--- config.mk ---
export PLATFORM = sky130hd
export DESIGN_NAME = mem_engine
export DESIGN_NICKNAME = d
export VERILOG_FILES = /design/src/design/meta_pkg.sv /design/src/design/mem_engine.sv
export VERILOG_INCLUDE_DIRS = /design/src /design/src/design
export SDC_FILE = /design/constraint.sdc
export NUM_CORES = 1
export LEC_CHECK = 0
export ABC_AREA = 1
export BUFFER_PORTS_ARGS = -buffer_cell sky130_fd_sc_hd__buf_4
export CAP_MARGIN = 10
export CORE_MARGIN = 1.5
export CORE_UTILIZATION = 46
export CTS_CLUSTER_SIZE = 20
export DETAILED_ROUTE_END_ITERATION = 7
export GPL_ROUTABILITY_DRIVEN = 0
export PLACE_DENSITY = 0.73
export SYNTH_ARGS = -nofsm -noshare
export SYNTH_HDL_FRONTEND = slang
export SYNTH_SLANG_ARGS = --single-unit
export TNS_END_PERCENT = 1
--- constraint.sdc ---
create_clock -name aclk -period 4.9 [get_ports aclk]
set_input_delay 0.98 -clock aclk [delete_from_list [all_inputs] [get_ports aclk]]
set_output_delay 0.98 -clock aclk [all_outputs]
set_load 0.05 [all_outputs]
--- src/design/meta_defs.svh ---
/*
 * Metadata command path sizes.
 * Region count, id width, memory geometry and queue depth, shared by
 * every RTL block of the subsystem.
 */

`ifndef META_DEFS_SVH
`define META_DEFS_SVH

// number of requesting regions and the width of a region id.
`define N_REGIONS 4
`define N_REGIONS_BITS 2

// shared memory word address and data widths.
`define ADDR_BITS 4
`define DATA_BITS 16

// the memory holds one word per address, so 16 words here.
`define MEM_WORDS (1 << `ADDR_BITS)

// entries per region queue and the matching pointer width.
`define QUEUE_DEPTH 4
`define QUEUE_PTR_BITS 2

`endif

--- src/design/meta_pkg.sv ---
/*
 * Metadata command path types.
 * Command opcodes carried from the regions to the memory engine, and the
 * state encoding of the engine FSM.
 */

package meta_pkg;

  // command opcode, one bit wide on every port that carries it.
  typedef enum logic [0:0] {
    OP_READ  = 1'b0, // returns one word with the issuing region id.
    OP_WRITE = 1'b1  // commits one word, no response.
  } opcode_t;

  // memory engine FSM.
  // a write completes in ST_IDLE.
  // a read walks through ST_READ and ST_RESP before the next command.
  typedef enum logic [1:0] {
    ST_IDLE = 2'b00, // accepting commands.
    ST_READ = 2'b01, // synchronous memory read of the latched address.
    ST_RESP = 2'b10  // response strobe is high for this one cycle.
  } engine_state_t;

endpackage

--- src/design/mem_engine.sv ---
/*
 * Shared memory engine.
 * Executes one granted command at a time on the 16-word memory. Writes
 * commit at their transfer edge. Reads block new commands for two cycles
 * and end with a one-cycle response strobe tagged with the region id.
 */

`include "meta_defs.svh"

module mem_engine (
  input  logic                        aclk,
  input  logic                        aresetn,

  // granted command from the arbiter.
  input  logic                        cmd_valid,
  output logic                        cmd_ready,
  input  meta_pkg::opcode_t           cmd_op,
  input  logic [`ADDR_BITS-1:0]       cmd_addr,
  input  logic [`DATA_BITS-1:0]       cmd_wdata,
  input  logic [`N_REGIONS_BITS-1:0]  cmd_id,

  // read response, no back-pressure.
  output logic                        rsp_valid,
  output logic [`N_REGIONS_BITS-1:0]  rsp_id,
  output logic [`DATA_BITS-1:0]       rsp_data
);

  import meta_pkg::*;

  logic [`DATA_BITS-1:0] mem [`MEM_WORDS]; // the shared metadata words.

  engine_state_t state;
  engine_state_t state_next;

  logic [`ADDR_BITS-1:0] rd_addr; // address of the read in progress.

  logic cmd_fire;
  logic wr_fire;
  logic rd_fire;

  assign cmd_ready = (state == ST_IDLE); // stalled for the whole read.
  assign rsp_valid = (state == ST_RESP);

  assign cmd_fire = cmd_valid & cmd_ready;
  assign wr_fire  = cmd_fire & (cmd_op == OP_WRITE);
  assign rd_fire  = cmd_fire & (cmd_op == OP_READ);

  always_comb begin
    state_next = state;
    case (state)
      ST_IDLE: begin
        if (rd_fire) begin
          state_next = ST_READ; // writes stay here.
        end
      end
      ST_READ: state_next = ST_RESP;
      ST_RESP: state_next = ST_IDLE;
      default: state_next = ST_IDLE;
    endcase
  end

  always_ff @(posedge aclk) begin
    if (!aresetn) begin
      state <= ST_IDLE;
    end else begin
      state <= state_next;
    end
  end

  // memory write port, the word is in place at the transfer edge.
  always_ff @(posedge aclk) begin
    if (wr_fire) begin
      mem[cmd_addr] <= cmd_wdata;
    end
  end

  // latch the read's address and issuer, then fetch the word one cycle later.
  always_ff @(posedge aclk) begin
    if (rd_fire) begin
      rd_addr <= cmd_addr;
      rsp_id  <= cmd_id;   // held through ST_RESP.
    end
    if (state == ST_READ) begin
      rsp_data <= mem[rd_addr]; // valid while rsp_valid is high.
    end
  end

endmodule

Yosys cells after proc, flatten, opt, wreduce, memory -nomap -nowiden:

Memories as Yosys holds them, arrays and structs flattened. A register that Yosys moved wholly into a read port is not among the register bits.
Index checks and enable logic that the tools add are counted.

* eq/ne operators: 3
* multiplexer cells: 4
* bitwise operators: 4
* reductions and logical operators: 1

Operators by type and width (number)
* $pmux 2 s2: 1
* $and 1x1->1: 3
* $eq 2x1->1 const B: 1
* $eq 2x2->1 const B: 1
* $logic_not 2->1: 1
* $mux 1: 2
* $mux 2: 1
* $ne 2x1->1 const B: 1
* $not 1->1: 1

* bits in registers: 8
* RAM bits: 256
* output and inout port bits: 20
* memories kept: 1

Memory list
* mem: words 16, width 16, rd ports 1, clocked after Yosys merged registers in 1, write ports 1, RTL line mem_engine.sv:30 `` logic [`DATA_BITS-1:0] mem [`MEM_WORDS]; ``

Depth between registers and ports, before layout:

* depth in word-level cells: 5
* depth in mapped cells: 9

Worst setup path before layout:

OpenSTA, ideal clock, no wires.

* kind: register to register
* start: reg state[0]
* end: mem mem[10][0] (netlist name), enable pin
* setup time: 0.432 ns
* arrival: 2.965 ns
* required time: 4.468 ns
* setup slack: 1.503 ns
* cell stages (with the launch flop): 4
* path buffers: 0
* cell sequence: dfxtp_1 -> nor2_1 -> nand3_1 -> nor4_1

* longest elaborated chain between the ends: 5

Ends and longest elaborated chain
* from (decl): RTL line mem_engine.sv:32 `engine_state_t state;`
* from (signal assigned): RTL line mem_engine.sv:66 `state <= state_next;`
* $logic_not 2->1: RTL line mem_engine.sv:41 `assign cmd_ready = (state == ST_IDLE);`
* via cmd_ready: RTL line mem_engine.sv:16 `output logic cmd_ready,`
* $and 1x1->1: RTL line mem_engine.sv:44 `assign cmd_fire = cmd_valid & cmd_ready;`
* $and 1x1->1: RTL line mem_engine.sv:45 `assign wr_fire = cmd_fire & (cmd_op == OP_WRITE);`
* $mux 1: RTL line mem_engine.sv:72 `if (wr_fire) begin`
* $mux 1 (not written as such): RTL line mem_engine.sv:73 `mem[cmd_addr] <= cmd_wdata;`
* to (decl): RTL line mem_engine.sv:30

The timed path passes the listed nets, and every way through them passes these cells.

==> results.md <==
- Fin. Hold Viols: 0
- Library cells used by synthesis: 14
- Initial antenna violation count: 0
- Vias in the first global route: 7352
- Die span in y: 163 um
- DR WL met3: 2770 um
- Startpoint Class: flop
- Later-pin clock latency in the skew report: 0.55 ns
- Global Route Usage Sum: 0.210
- CP Capture Type: flop
- Layout Cells excl Fill: 1483
- Post-Route Setup TNS: 0 ns
- RSZ-0062 raised after global routing: no
- First-pass GRT wire length: roughly 42000 um
- Routed via count: 7596
- Relative slew margins: 0.207
- VDD IR max: 276 uV
- Most Frequent Cell on Critical Path: nand2_1
- # IOs: 46
- Initial DRC count: 771
- Met1 wire length: approximately 11000 um
- Post-CTS setup buffers: 0
- Antenna-violating nets left: 0
- Inserted Clock Buffers: 29
- Fin crit period: 2.91 ns
- Yosys warns: 0
- Total die area: roughly 0.027 mm2
- Commonest non-fill, non-tap cell in the layout: nand2_1
- CP max FO: 55
- Core Area: 0.0252 mm2
- CTS tree: yes
- Maximum clock rate: 344 MHz
- Hold Path Class: flop to flop
- Overflow after GRT: 0
- Post-CTS resize count: 0
- Critical-path cell list: buf_4 -> clkinv_2 -> buf_4 -> nand2_1 -> nand2_1 -> nand2_1 -> nand3_1 -> nand3_1 -> nand2_1
- Dpl cells: between 1000 and 1500
- Fraction of layout cells with a size suffix above 1: 0.105
- Max-cap violations: 0
- Synth Instances: 1094
- Synth Area per Inst: 10.8 um2
- Via density: 5.12
- Skew final: 0.0109 ns
- Syn_nets: 1120
- Row cnt: 58
- Die width: 163 um
- H-tree Lvls: 1
- Detailed Place HPWL: 15600 um
- DR DRC count: 0
- Clock Root Buffer: clkbuf_16
- Fin crit share: 0.593
- Cts hold-fix bufs: 0
- Setup Crit Path Kind: flop to flop
- Highest routed layer: met4
- DR WL/cell: 18.3 um
- Final setup violation count: 0
- Routed Wire Length: 27100 um
- Ant. Diodes: 0
- Fill cells: 2078
- PwrDens: 374 mW/mm2
- CTS Sinks: 280
- CTS Buffer Depth: 3
- Critical Path Max Stage Delay: 0.77 ns
- Worst-Margin Slew: about 1.2 ns
- Area growth, synth to finish: 12.8%
- Clock slew at reported path FFs: about 0.060 ns
- Pre-antenna DRT Iters: 5
- Register area share after synthesis: 0.710
- Synthesized cell area: 0.0118 mm2
- R2r setup slk: 1.99 ns
- Static Leak: between 5 and 6 nW
- Worst EP required: around 5.2 ns
- Met2 WL: about 12000 um
- Pins Over Slew Limit: 0
- Yosys reg bits: 280
- Initial core utilization: 0.469
- Final nets: 1157
- Most frequent cells in the layout: 342 x nand2_1, 278 x edfxtp_1, 201 x inv_1
- CP arrival: 3.20 ns
- Status: completed
- Largest net degree at the start of global routing: 93
- Crit path max-delay cell type: clkinv_2
- # port buffers: 45
## synth_stat cells, drive strengths merged
cell type    n  area (um2)
nand2      342        1280
nor3         2        10.0
nor4         4        25.0
nor2        17        63.8
edfxtp     278        8350
buf         47         297
inv        203         762
dfxtp        2        40.0
clkbuf       4        15.0
nand3      195         976
## critical path: cells and delay by family, from the launching register on
family / cells / cell delay [ns]
buffers and inverters: 3 / 1.69
flip-flops: 1 / 0.33
AND/OR/NAND/NOR: 6 / 0.60
## kinds of logic after synthesis
logic type	Yosys count	synth area share
flip-flops	280	0.710
buffers and inverters	254	0.0908
AND/OR/NAND/NOR	560	0.200
## final cells by class
cell class	instances	area (um2)	share of cell area
clock inverters	15	100	0.00751
repair buffers	57	460	0.0345
inverters	203	763	0.0573
clock buffers	38	790	0.0592
multi-input cells	560	2420	0.181
flip-flops and latches	280	8390	0.629
well taps	330	413	0.0310
## registers in the layout, summed over array words and instances (netlist names)
name,flops
mem,256
rd_addr,4
state,2
rsp_id,2
rsp_data,16
## report_power, final
group          leakage [nW]  switching (mW)  internal [mW]
combinational          2.63           0.194         0.0676
clock                 0.446           0.883           1.18
sequential             2.52         0.00901           2.66
## layer usage
metal / track usage / vias to the layer above
met5: 0 / -
met4: 0.0897 / 0
met3: 0.0447 / 65
met2: 0.329 / 356
met1: 0.285 / 3554
li1: - / 3621
## final timing paths
check,start,end,cells past startpoint
max reg2reg,rd_addr[0],rsp_data[10],9
max,rd_addr[0],rsp_data[10],9
min reg2reg,state[1],state[1],1
min,state[1],state[1],1
## stage by stage
step | setup WS, ns | cell area [um2] | util | hold WS [ns] | power, mW
2_1_floorplan | 1.50 | 11800 | - | 0.444 | 2.86
3_3_place_gp | 2.01 | 12400 | 0.492 | 0.478 | 2.97
3_5_place_dp | 1.97 | 12400 | 0.492 | 0.495 | 2.97
4_1_cts | 1.97 | 13300 | 0.527 | 0.504 | 5.01
5_1_grt | 1.80 | 13300 | 0.529 | 0.539 | 5.13
6_report | 1.99 | 13300 | 0.529 | 0.507 | 4.99
Power figures use the tool's default switching activity.
