## src/design/meta_defs.svh

```systemverilog
/*
 * Metadata command path sizes.
 * Region count, id width, memory geometry and queue depth, shared by
 * every RTL block of the subsystem.
 */

`ifndef META_DEFS_SVH
`define META_DEFS_SVH

// number of requesting regions and the width of a region id.
`define N_REGIONS 4
`define N_REGIONS_BITS 2

// shared memory word address and data widths.
`define ADDR_BITS 4
`define DATA_BITS 16

// the memory holds one word per address, so 16 words here.
`define MEM_WORDS (1 << `ADDR_BITS)

// entries per region queue and the matching pointer width.
`define QUEUE_DEPTH 4
`define QUEUE_PTR_BITS 2

`endif

```

## src/design/meta_pkg.sv

```systemverilog
/*
 * Metadata command path types.
 * Command opcodes carried from the regions to the memory engine, and the
 * state encoding of the engine FSM.
 */

package meta_pkg;

  // command opcode, one bit wide on every port that carries it.
  typedef enum logic [0:0] {
    OP_READ  = 1'b0, // returns one word with the issuing region id.
    OP_WRITE = 1'b1  // commits one word, no response.
  } opcode_t;

  // memory engine FSM.
  // a write completes in ST_IDLE.
  // a read walks through ST_READ and ST_RESP before the next command.
  typedef enum logic [1:0] {
    ST_IDLE = 2'b00, // accepting commands.
    ST_READ = 2'b01, // synchronous memory read of the latched address.
    ST_RESP = 2'b10  // response strobe is high for this one cycle.
  } engine_state_t;

endpackage

```

## src/design/region_queue.sv

```systemverilog
/*
 * Region command queue.
 * Small circular FIFO that buffers read and write commands of one region
 * between the outside requester and the round-robin arbiter. One command
 * can enter and one can leave in the same cycle.
 */

`include "meta_defs.svh"

module region_queue (
  input  logic                   aclk,
  input  logic                   aresetn,

  // requester side.
  input  logic                   req_valid,
  output logic                   req_ready,
  input  meta_pkg::opcode_t      req_op,
  input  logic [`ADDR_BITS-1:0]  req_addr,
  input  logic [`DATA_BITS-1:0]  req_wdata,

  // arbiter side.
  output logic                   q_valid,
  input  logic                   q_ready,
  output meta_pkg::opcode_t      q_op,
  output logic [`ADDR_BITS-1:0]  q_addr,
  output logic [`DATA_BITS-1:0]  q_wdata
);

  import meta_pkg::*;

  typedef logic [`QUEUE_PTR_BITS-1:0] ptr_t;
  typedef logic [`QUEUE_PTR_BITS:0]   cnt_t; // one bit wider, it has to reach QUEUE_DEPTH.

  // command storage, one slot per entry.
  opcode_t               op_mem    [`QUEUE_DEPTH];
  logic [`ADDR_BITS-1:0] addr_mem  [`QUEUE_DEPTH];
  logic [`DATA_BITS-1:0] wdata_mem [`QUEUE_DEPTH];

  ptr_t wr_ptr; // next free slot.
  ptr_t rd_ptr; // oldest command, presented to the arbiter.
  cnt_t count;  // number of occupied slots.

  logic push;
  logic pop;

  assign req_ready = (count != cnt_t'(`QUEUE_DEPTH)); // full only blocks the requester.
  assign q_valid   = (count != '0);

  assign push = req_valid & req_ready;
  assign pop  = q_valid & q_ready;

  // the head is read straight from storage, so a command shows up the cycle after its push.
  assign q_op    = op_mem[rd_ptr];
  assign q_addr  = addr_mem[rd_ptr];
  assign q_wdata = wdata_mem[rd_ptr];

  always_ff @(posedge aclk) begin
    if (push) begin
      op_mem[wr_ptr]    <= req_op;
      addr_mem[wr_ptr]  <= req_addr;
      wdata_mem[wr_ptr] <= req_wdata;
    end
  end

  always_ff @(posedge aclk) begin
    if (!aresetn) begin
      wr_ptr <= '0;
      rd_ptr <= '0;
      count  <= '0;
    end else begin
      if (push) begin
        wr_ptr <= (wr_ptr == ptr_t'(`QUEUE_DEPTH - 1)) ? '0 : wr_ptr + 1'b1; // wrap at the end.
      end
      if (pop) begin
        rd_ptr <= (rd_ptr == ptr_t'(`QUEUE_DEPTH - 1)) ? '0 : rd_ptr + 1'b1;
      end
      // a push and a pop together leave the count unchanged.
      case ({push, pop})
        2'b10:   count <= count + 1'b1;
        2'b01:   count <= count - 1'b1;
        default: count <= count;
      endcase
    end
  end

endmodule

```

## config.mk

```make
export PLATFORM = sky130hd
export DESIGN_NAME = region_queue
export DESIGN_NICKNAME = d
export VERILOG_FILES = /design/src/design/meta_pkg.sv /design/src/design/region_queue.sv
export VERILOG_INCLUDE_DIRS = /design/src /design/src/design
export SDC_FILE = /design/constraint.sdc
export NUM_CORES = 1
export LEC_CHECK = 0
export ABC_AREA = 1
export BUFFER_PORTS_ARGS = -buffer_cell sky130_fd_sc_hd__buf_2
export CORE_ASPECT_RATIO = 0.7
export CORE_UTILIZATION = 39
export CTS_CLUSTER_DIAMETER = 150
export DETAILED_ROUTE_END_ITERATION = 10
export PLACE_DENSITY = 0.68
export SLEW_MARGIN = 20
export SYNTH_ARGS = -nofsm -noshare
export SYNTH_HDL_FRONTEND = slang
export SYNTH_SLANG_ARGS = --single-unit
export TNS_END_PERCENT = 20
```

## constraint.sdc

```tcl
create_clock -name aclk -period 2.1 [get_ports aclk]
set_input_delay 0.315 -clock aclk [delete_from_list [all_inputs] [get_ports aclk]]
set_output_delay 0.315 -clock aclk [all_outputs]
set_load 0.02 [all_outputs]
```

# == After elaboration in Yosys (flattened, before gate mapping) ==
# Memory sizes are Yosys's and may differ from the RTL's. A register that Yosys moved wholly into a read port is not among the register bits.
# Index checks and enable logic that the tools add are counted.
# Widths: inputs -> output; s select.
# totals
out_inout_bits,23
regBits,7
mem_bits_rw,84
input_bits,25
wordCells,30
memories,3
# op_classes
muxes,11
n_addsub,4
bitwise,2
eq_ne,5
reduce_logical,2
# mem_list
memory,words,word_bits,read_ports,rd_clocked_by_memory_dff,wr,line,source
wdata_mem,4,16,1,1,1,region_queue.sv:37,logic [`DATA_BITS-1:0] wdata_mem [`QUEUE_DEPTH];
addr_mem,4,4,1,1,1,region_queue.sv:36,logic [`ADDR_BITS-1:0] addr_mem [`QUEUE_DEPTH];
op_mem,4,1,1,1,1,region_queue.sv:35,opcode_t op_mem [`QUEUE_DEPTH];
# ops
cell,count
$mux 2,8
$eq 2x2->1 const B,3
$pmux 3 s2,1
$add 2x1->2 const B,2
$add 3x1->3 const B,1
$ne 3x3->1 const B,1
$reduce_bool 3->1,1
$sub 3x1->3 const B,1
$and 1x1->1,2
$eq 2x1->1 const B,1
$mux 1,2
$reduce_bool 2->1,1

# == Logic depth before layout (Yosys ltp) ==
# depth
depth_word,4
ltp_mapped,13
ltp_nobuf,13

# == Worst setup path before layout ==
# OpenSTA, ideal clock, no wires.
# synth_path
path_type,reg-to-reg
start,register count[1]
end,memory addr_mem[3][0] in the netlist's numbering (enable)
path_stages_with_launch,5
setup_time_ps,399
required_time_ps,1701
arrival_ps,1519
setup_slack_ps,182
path_buffers,0
synth_period_minus_slack_ps,1918
path_cell_list,dfxtp_1 -> nor2_4 -> nand2_4 -> nand2_4 -> nor2_1
# synth_between
elab_chain_cells,4
# synth_rtl
element,line,source
"start, declared",region_queue.sv:41,cnt_t count;
"start signal, assigned",region_queue.sv:79,2'b10: count <= count + 1'b1;
"start signal, assigned",region_queue.sv:80,2'b01: count <= count - 1'b1;
"start signal, assigned",region_queue.sv:81,default: count <= count;
$ne 3x3->1,region_queue.sv:46,assign req_ready = (count != cnt_t'(`QUEUE_DEPTH));
named net req_ready,region_queue.sv:16,"output logic req_ready,"
$and 1x1->1,region_queue.sv:49,assign push = req_valid & req_ready;
$mux 1,region_queue.sv:58,if (push) begin
$mux 1 (not written as such),region_queue.sv:60,addr_mem[wr_ptr] <= req_addr;
"end, declared",region_queue.sv:36,
# The timed path passes the listed nets, and every way through them passes these cells.

==> flow_summary_export.csv <==
group,metric,value,unit
outcome,status,"finished, final reports clean",
setup_path,crit_chain,"buf_4 -> o21ai_0 -> o22ai_1 -> buf_2",
clocking,hold_buffers,0,
die,die_x,118,um
finish,fin_cells,456,
sta,grt_setup_unrepaired,"no",
setup_path,crit_end,"q_wdata[6]",
route,drtIter0Drc,116,
sta,setup_slack,229,ps
power,power.density,1300,nW/um^2
finish,nets,359,
grt,grt_max_degree,43,
die,die-area,9850,sq um
setup_path,worstSetupStartpointType,"flop",
setup_path,end_kind,"output pin",
sta,slew_headroom,73.0,%
power,leakage,1.60,nW
synth,syn-cell-area,3690,sq um
setup_path,cpPeakStageDelay,500,ps
synth,ys_seq_area_share,73.3,%
run,drv_cap,0,
sta,max_freq,0.535,GHz
clocking,cts_tree,"yes",
sta,drv_slew,0,
sta,finalCriticalPeriod,1870,ps
synth,ys_warn_count,0,
clocking,cts-resized-gates,1,
setup_path,reg2reg_from,"count[1]$_SDFFE_PN0P_",
placed_design,gp_congestion,0.761,
synth,synth_seq_cells,93,
clocking,clk_latency,340,ps
clocking,root_buffer,"clkbuf_16",
die,pin_count,48,
synth,synthFlopType,"edfxtp_1",
clocking,post_cts_buffers,0,
setup_path,crit_required,1780,ps
die,start_util,40.5,%
placed_design,place_ws,372,ps
clocking,htreeDepth,3,
grt,overflow,0,
synth,syn_nets,305,
sta,final-setup-viol-count,0,
route,avgRoutedWirePerCell,14.7,um
finish,syn_to_final_growth,18.1,%
synth,async_flop_share,0,%
finish,antenna_cells,0,
setup_path,criticalPathCategory,"reg2out",
route,drt_wl_total,6720,um
placed_design,place_inst,440,
grt,grt_pass1_vias,2118,
clocking,cts_buffers,9,
setup_path,r2r_cells,12,
route,drc_errors,0,
placed_design,hpwlAfterDp,4160,um
die,die_h,83.3,um
worst_hold_path,hold_path_class,"in2reg",
setup_path,r2r_end,"count[2]$_SDFFE_PN0P_",
synth,ys_types,24,
setup_path,r2r_setup_slack,360,ps
power,ir_drop,0.575,mV
setup_path,critical_path_peak_fanout,10,
route,dr.pass1.iters,4,
grt,grt_pass1_wl,10800,um
die,core-area,9110,sq um
clocking,clockBufferDepth,2,
route,drtAntennaViolNets,0,
sta,finalSetupTns,0,ps
sta,final.setup_skew,3.93,ps
route,vias,2190,
sta,hold_viol_final,0,
route,via_per_inst,4.80,
synth,synth_edf_count,84,
sta,min_period_over_period,89.1,%
placed_design,portBuffers,47,
clocking,clock-sinks,93,
finish,final_util,47.8,%
clocking,clkTransAtPathRegs,60,ps
grt,track_usage,14.8,%
finish,layout-drive-gt1-share,26.5,%
grt,antenna_found_initial,0,
die,rows,29,
sta,worstMarginPinSlew,404,ps
synth,syn_avg_cell_area,13.5,sq um
setup_path,slowest_stage,"dfxtp_2",
setup_path,cp.arrival,1560,ps
synth,synthCells,273,
-- critical path: cells and delay by family (launching register included) --
| family | cells | cell delay (ps) |
|---|---|---|
| AO/OA/AOI/OAI | 2 | 300 |
| buffers and inverters | 2 | 420 |
| flip-flops | 1 | 500 |
-- final cells by class --
| type | instances | area [sq um] |
|---|---|---|
| Clock inverter | 7 | 73.8 |
| Sequential cell | 93 | 2700 |
| Multi-Input combinational cell | 150 | 808 |
| Clock buffer | 9 | 225 |
| Inverter | 17 | 71.3 |
| Fill cell | 811 | 4750 |
| Timing Repair Buffer | 56 | 315 |
| Tap cell | 124 | 155 |
-- layout by cell type (no fill, tap or decap), drive strengths merged --
| cell | synthesis | layout |
|---|---|---|
| a21oi | 3 | 3 |
| buf | 13 | 56 |
| bufinv | 0 | 1 |
| clkbuf | 0 | 9 |
| clkinv | 0 | 3 |
| clkinvlp | 0 | 1 |
| dfxtp | 9 | 9 |
| edfxtp | 84 | 84 |
| fa | 1 | 1 |
| ha | 6 | 6 |
| inv | 17 | 19 |
| nand2 | 15 | 15 |
| nand3 | 1 | 1 |
| nand3b | 1 | 1 |
| nand4 | 1 | 1 |
| nor2 | 57 | 57 |
| o21ai | 44 | 44 |
| o22ai | 21 | 21 |
-- sequential cells by signal, indices dropped and copies added, names as in the netlist, named ones only --
register   flops
op_mem         4
addr_mem      16
count          3
wr_ptr         2
wdata_mem     64
rd_ptr         2
-- where the power goes --
group	leakage (nW)	switching (mW)	internal [mW]
sequential	0.845	0.108	2.24
combinational	0.615	1.15	0.570
clock	0.143	0.668	0.928
total	1.60	1.92	3.74
-- how the worst min path moves through the flow --
stage	start	to	slack, ps	cells after the start
floorplan	req_addr[0]	addr_mem[0][0]$_DFFE_PP_	410	0
global placement	req_wdata[15]	wdata_mem[3][15]$_DFFE_PP_	530	1
detailed placement	req_wdata[15]	wdata_mem[3][15]$_DFFE_PP_	540	1
CTS	req_wdata[7]	wdata_mem[1][7]$_DFFE_PP_	180	1
global route	req_wdata[12]	wdata_mem[3][12]$_DFFE_PP_	180	1
finish	req_wdata[7]	wdata_mem[3][7]$_DFFE_PP_	190	1
-- cells in the mapped netlist, types with 3 or more instances --
master	n	area [sq um]
a21oi_1	3	15.0
buf_2	4	20.0
buf_6	7	78.8
dfxtp_1	9	180
edfxtp_1	84	2520
ha_1	6	75.1
inv_1	14	52.6
nand2_1	11	41.3
nor2_1	53	199
nor2_2	3	18.8
o21ai_0	25	125
o21ai_1	19	95.1
o22ai_1	19	119
-- metal layers --
layer / track usage (%) / vias up / share of wire [%]
met4: 5.24 / 0 / 1.7
met1: 18.5 / 1030 / 45
li1: - / 1093 / -
met3: 6.25 / 11 / 7.2
met2: 22.9 / 56 / 46
met5: 0 / - / 0
-- kinds of logic after synthesis --
kind of cell               count (synthesis)  share of synthesized area, %
buffers and inverters                     30                          5.02
and+or+nand+nor                           75                          8.79
AOI/OAI and AO/OA                         68                          10.3
adders and majority gates                  7                          2.58
DFF                                       93                          73.3
-- per-stage QoR --
| stage | instance area, sq um | hold slack, ps | total power [mW] |
|---|---|---|---|
| 6_report | 4350 | 188 | 5.66 |
| 5_1_grt | 4350 | 182 | 5.98 |
| 4_1_cts | 4350 | 181 | 5.72 |
| 3_5_place_dp | 4050 | 536 | 4.13 |
| 3_3_place_gp | 4050 | 531 | 4.08 |
| 2_1_floorplan | 3690 | 414 | 3.63 |
Note: power is estimated with default switching activity, not from simulation.
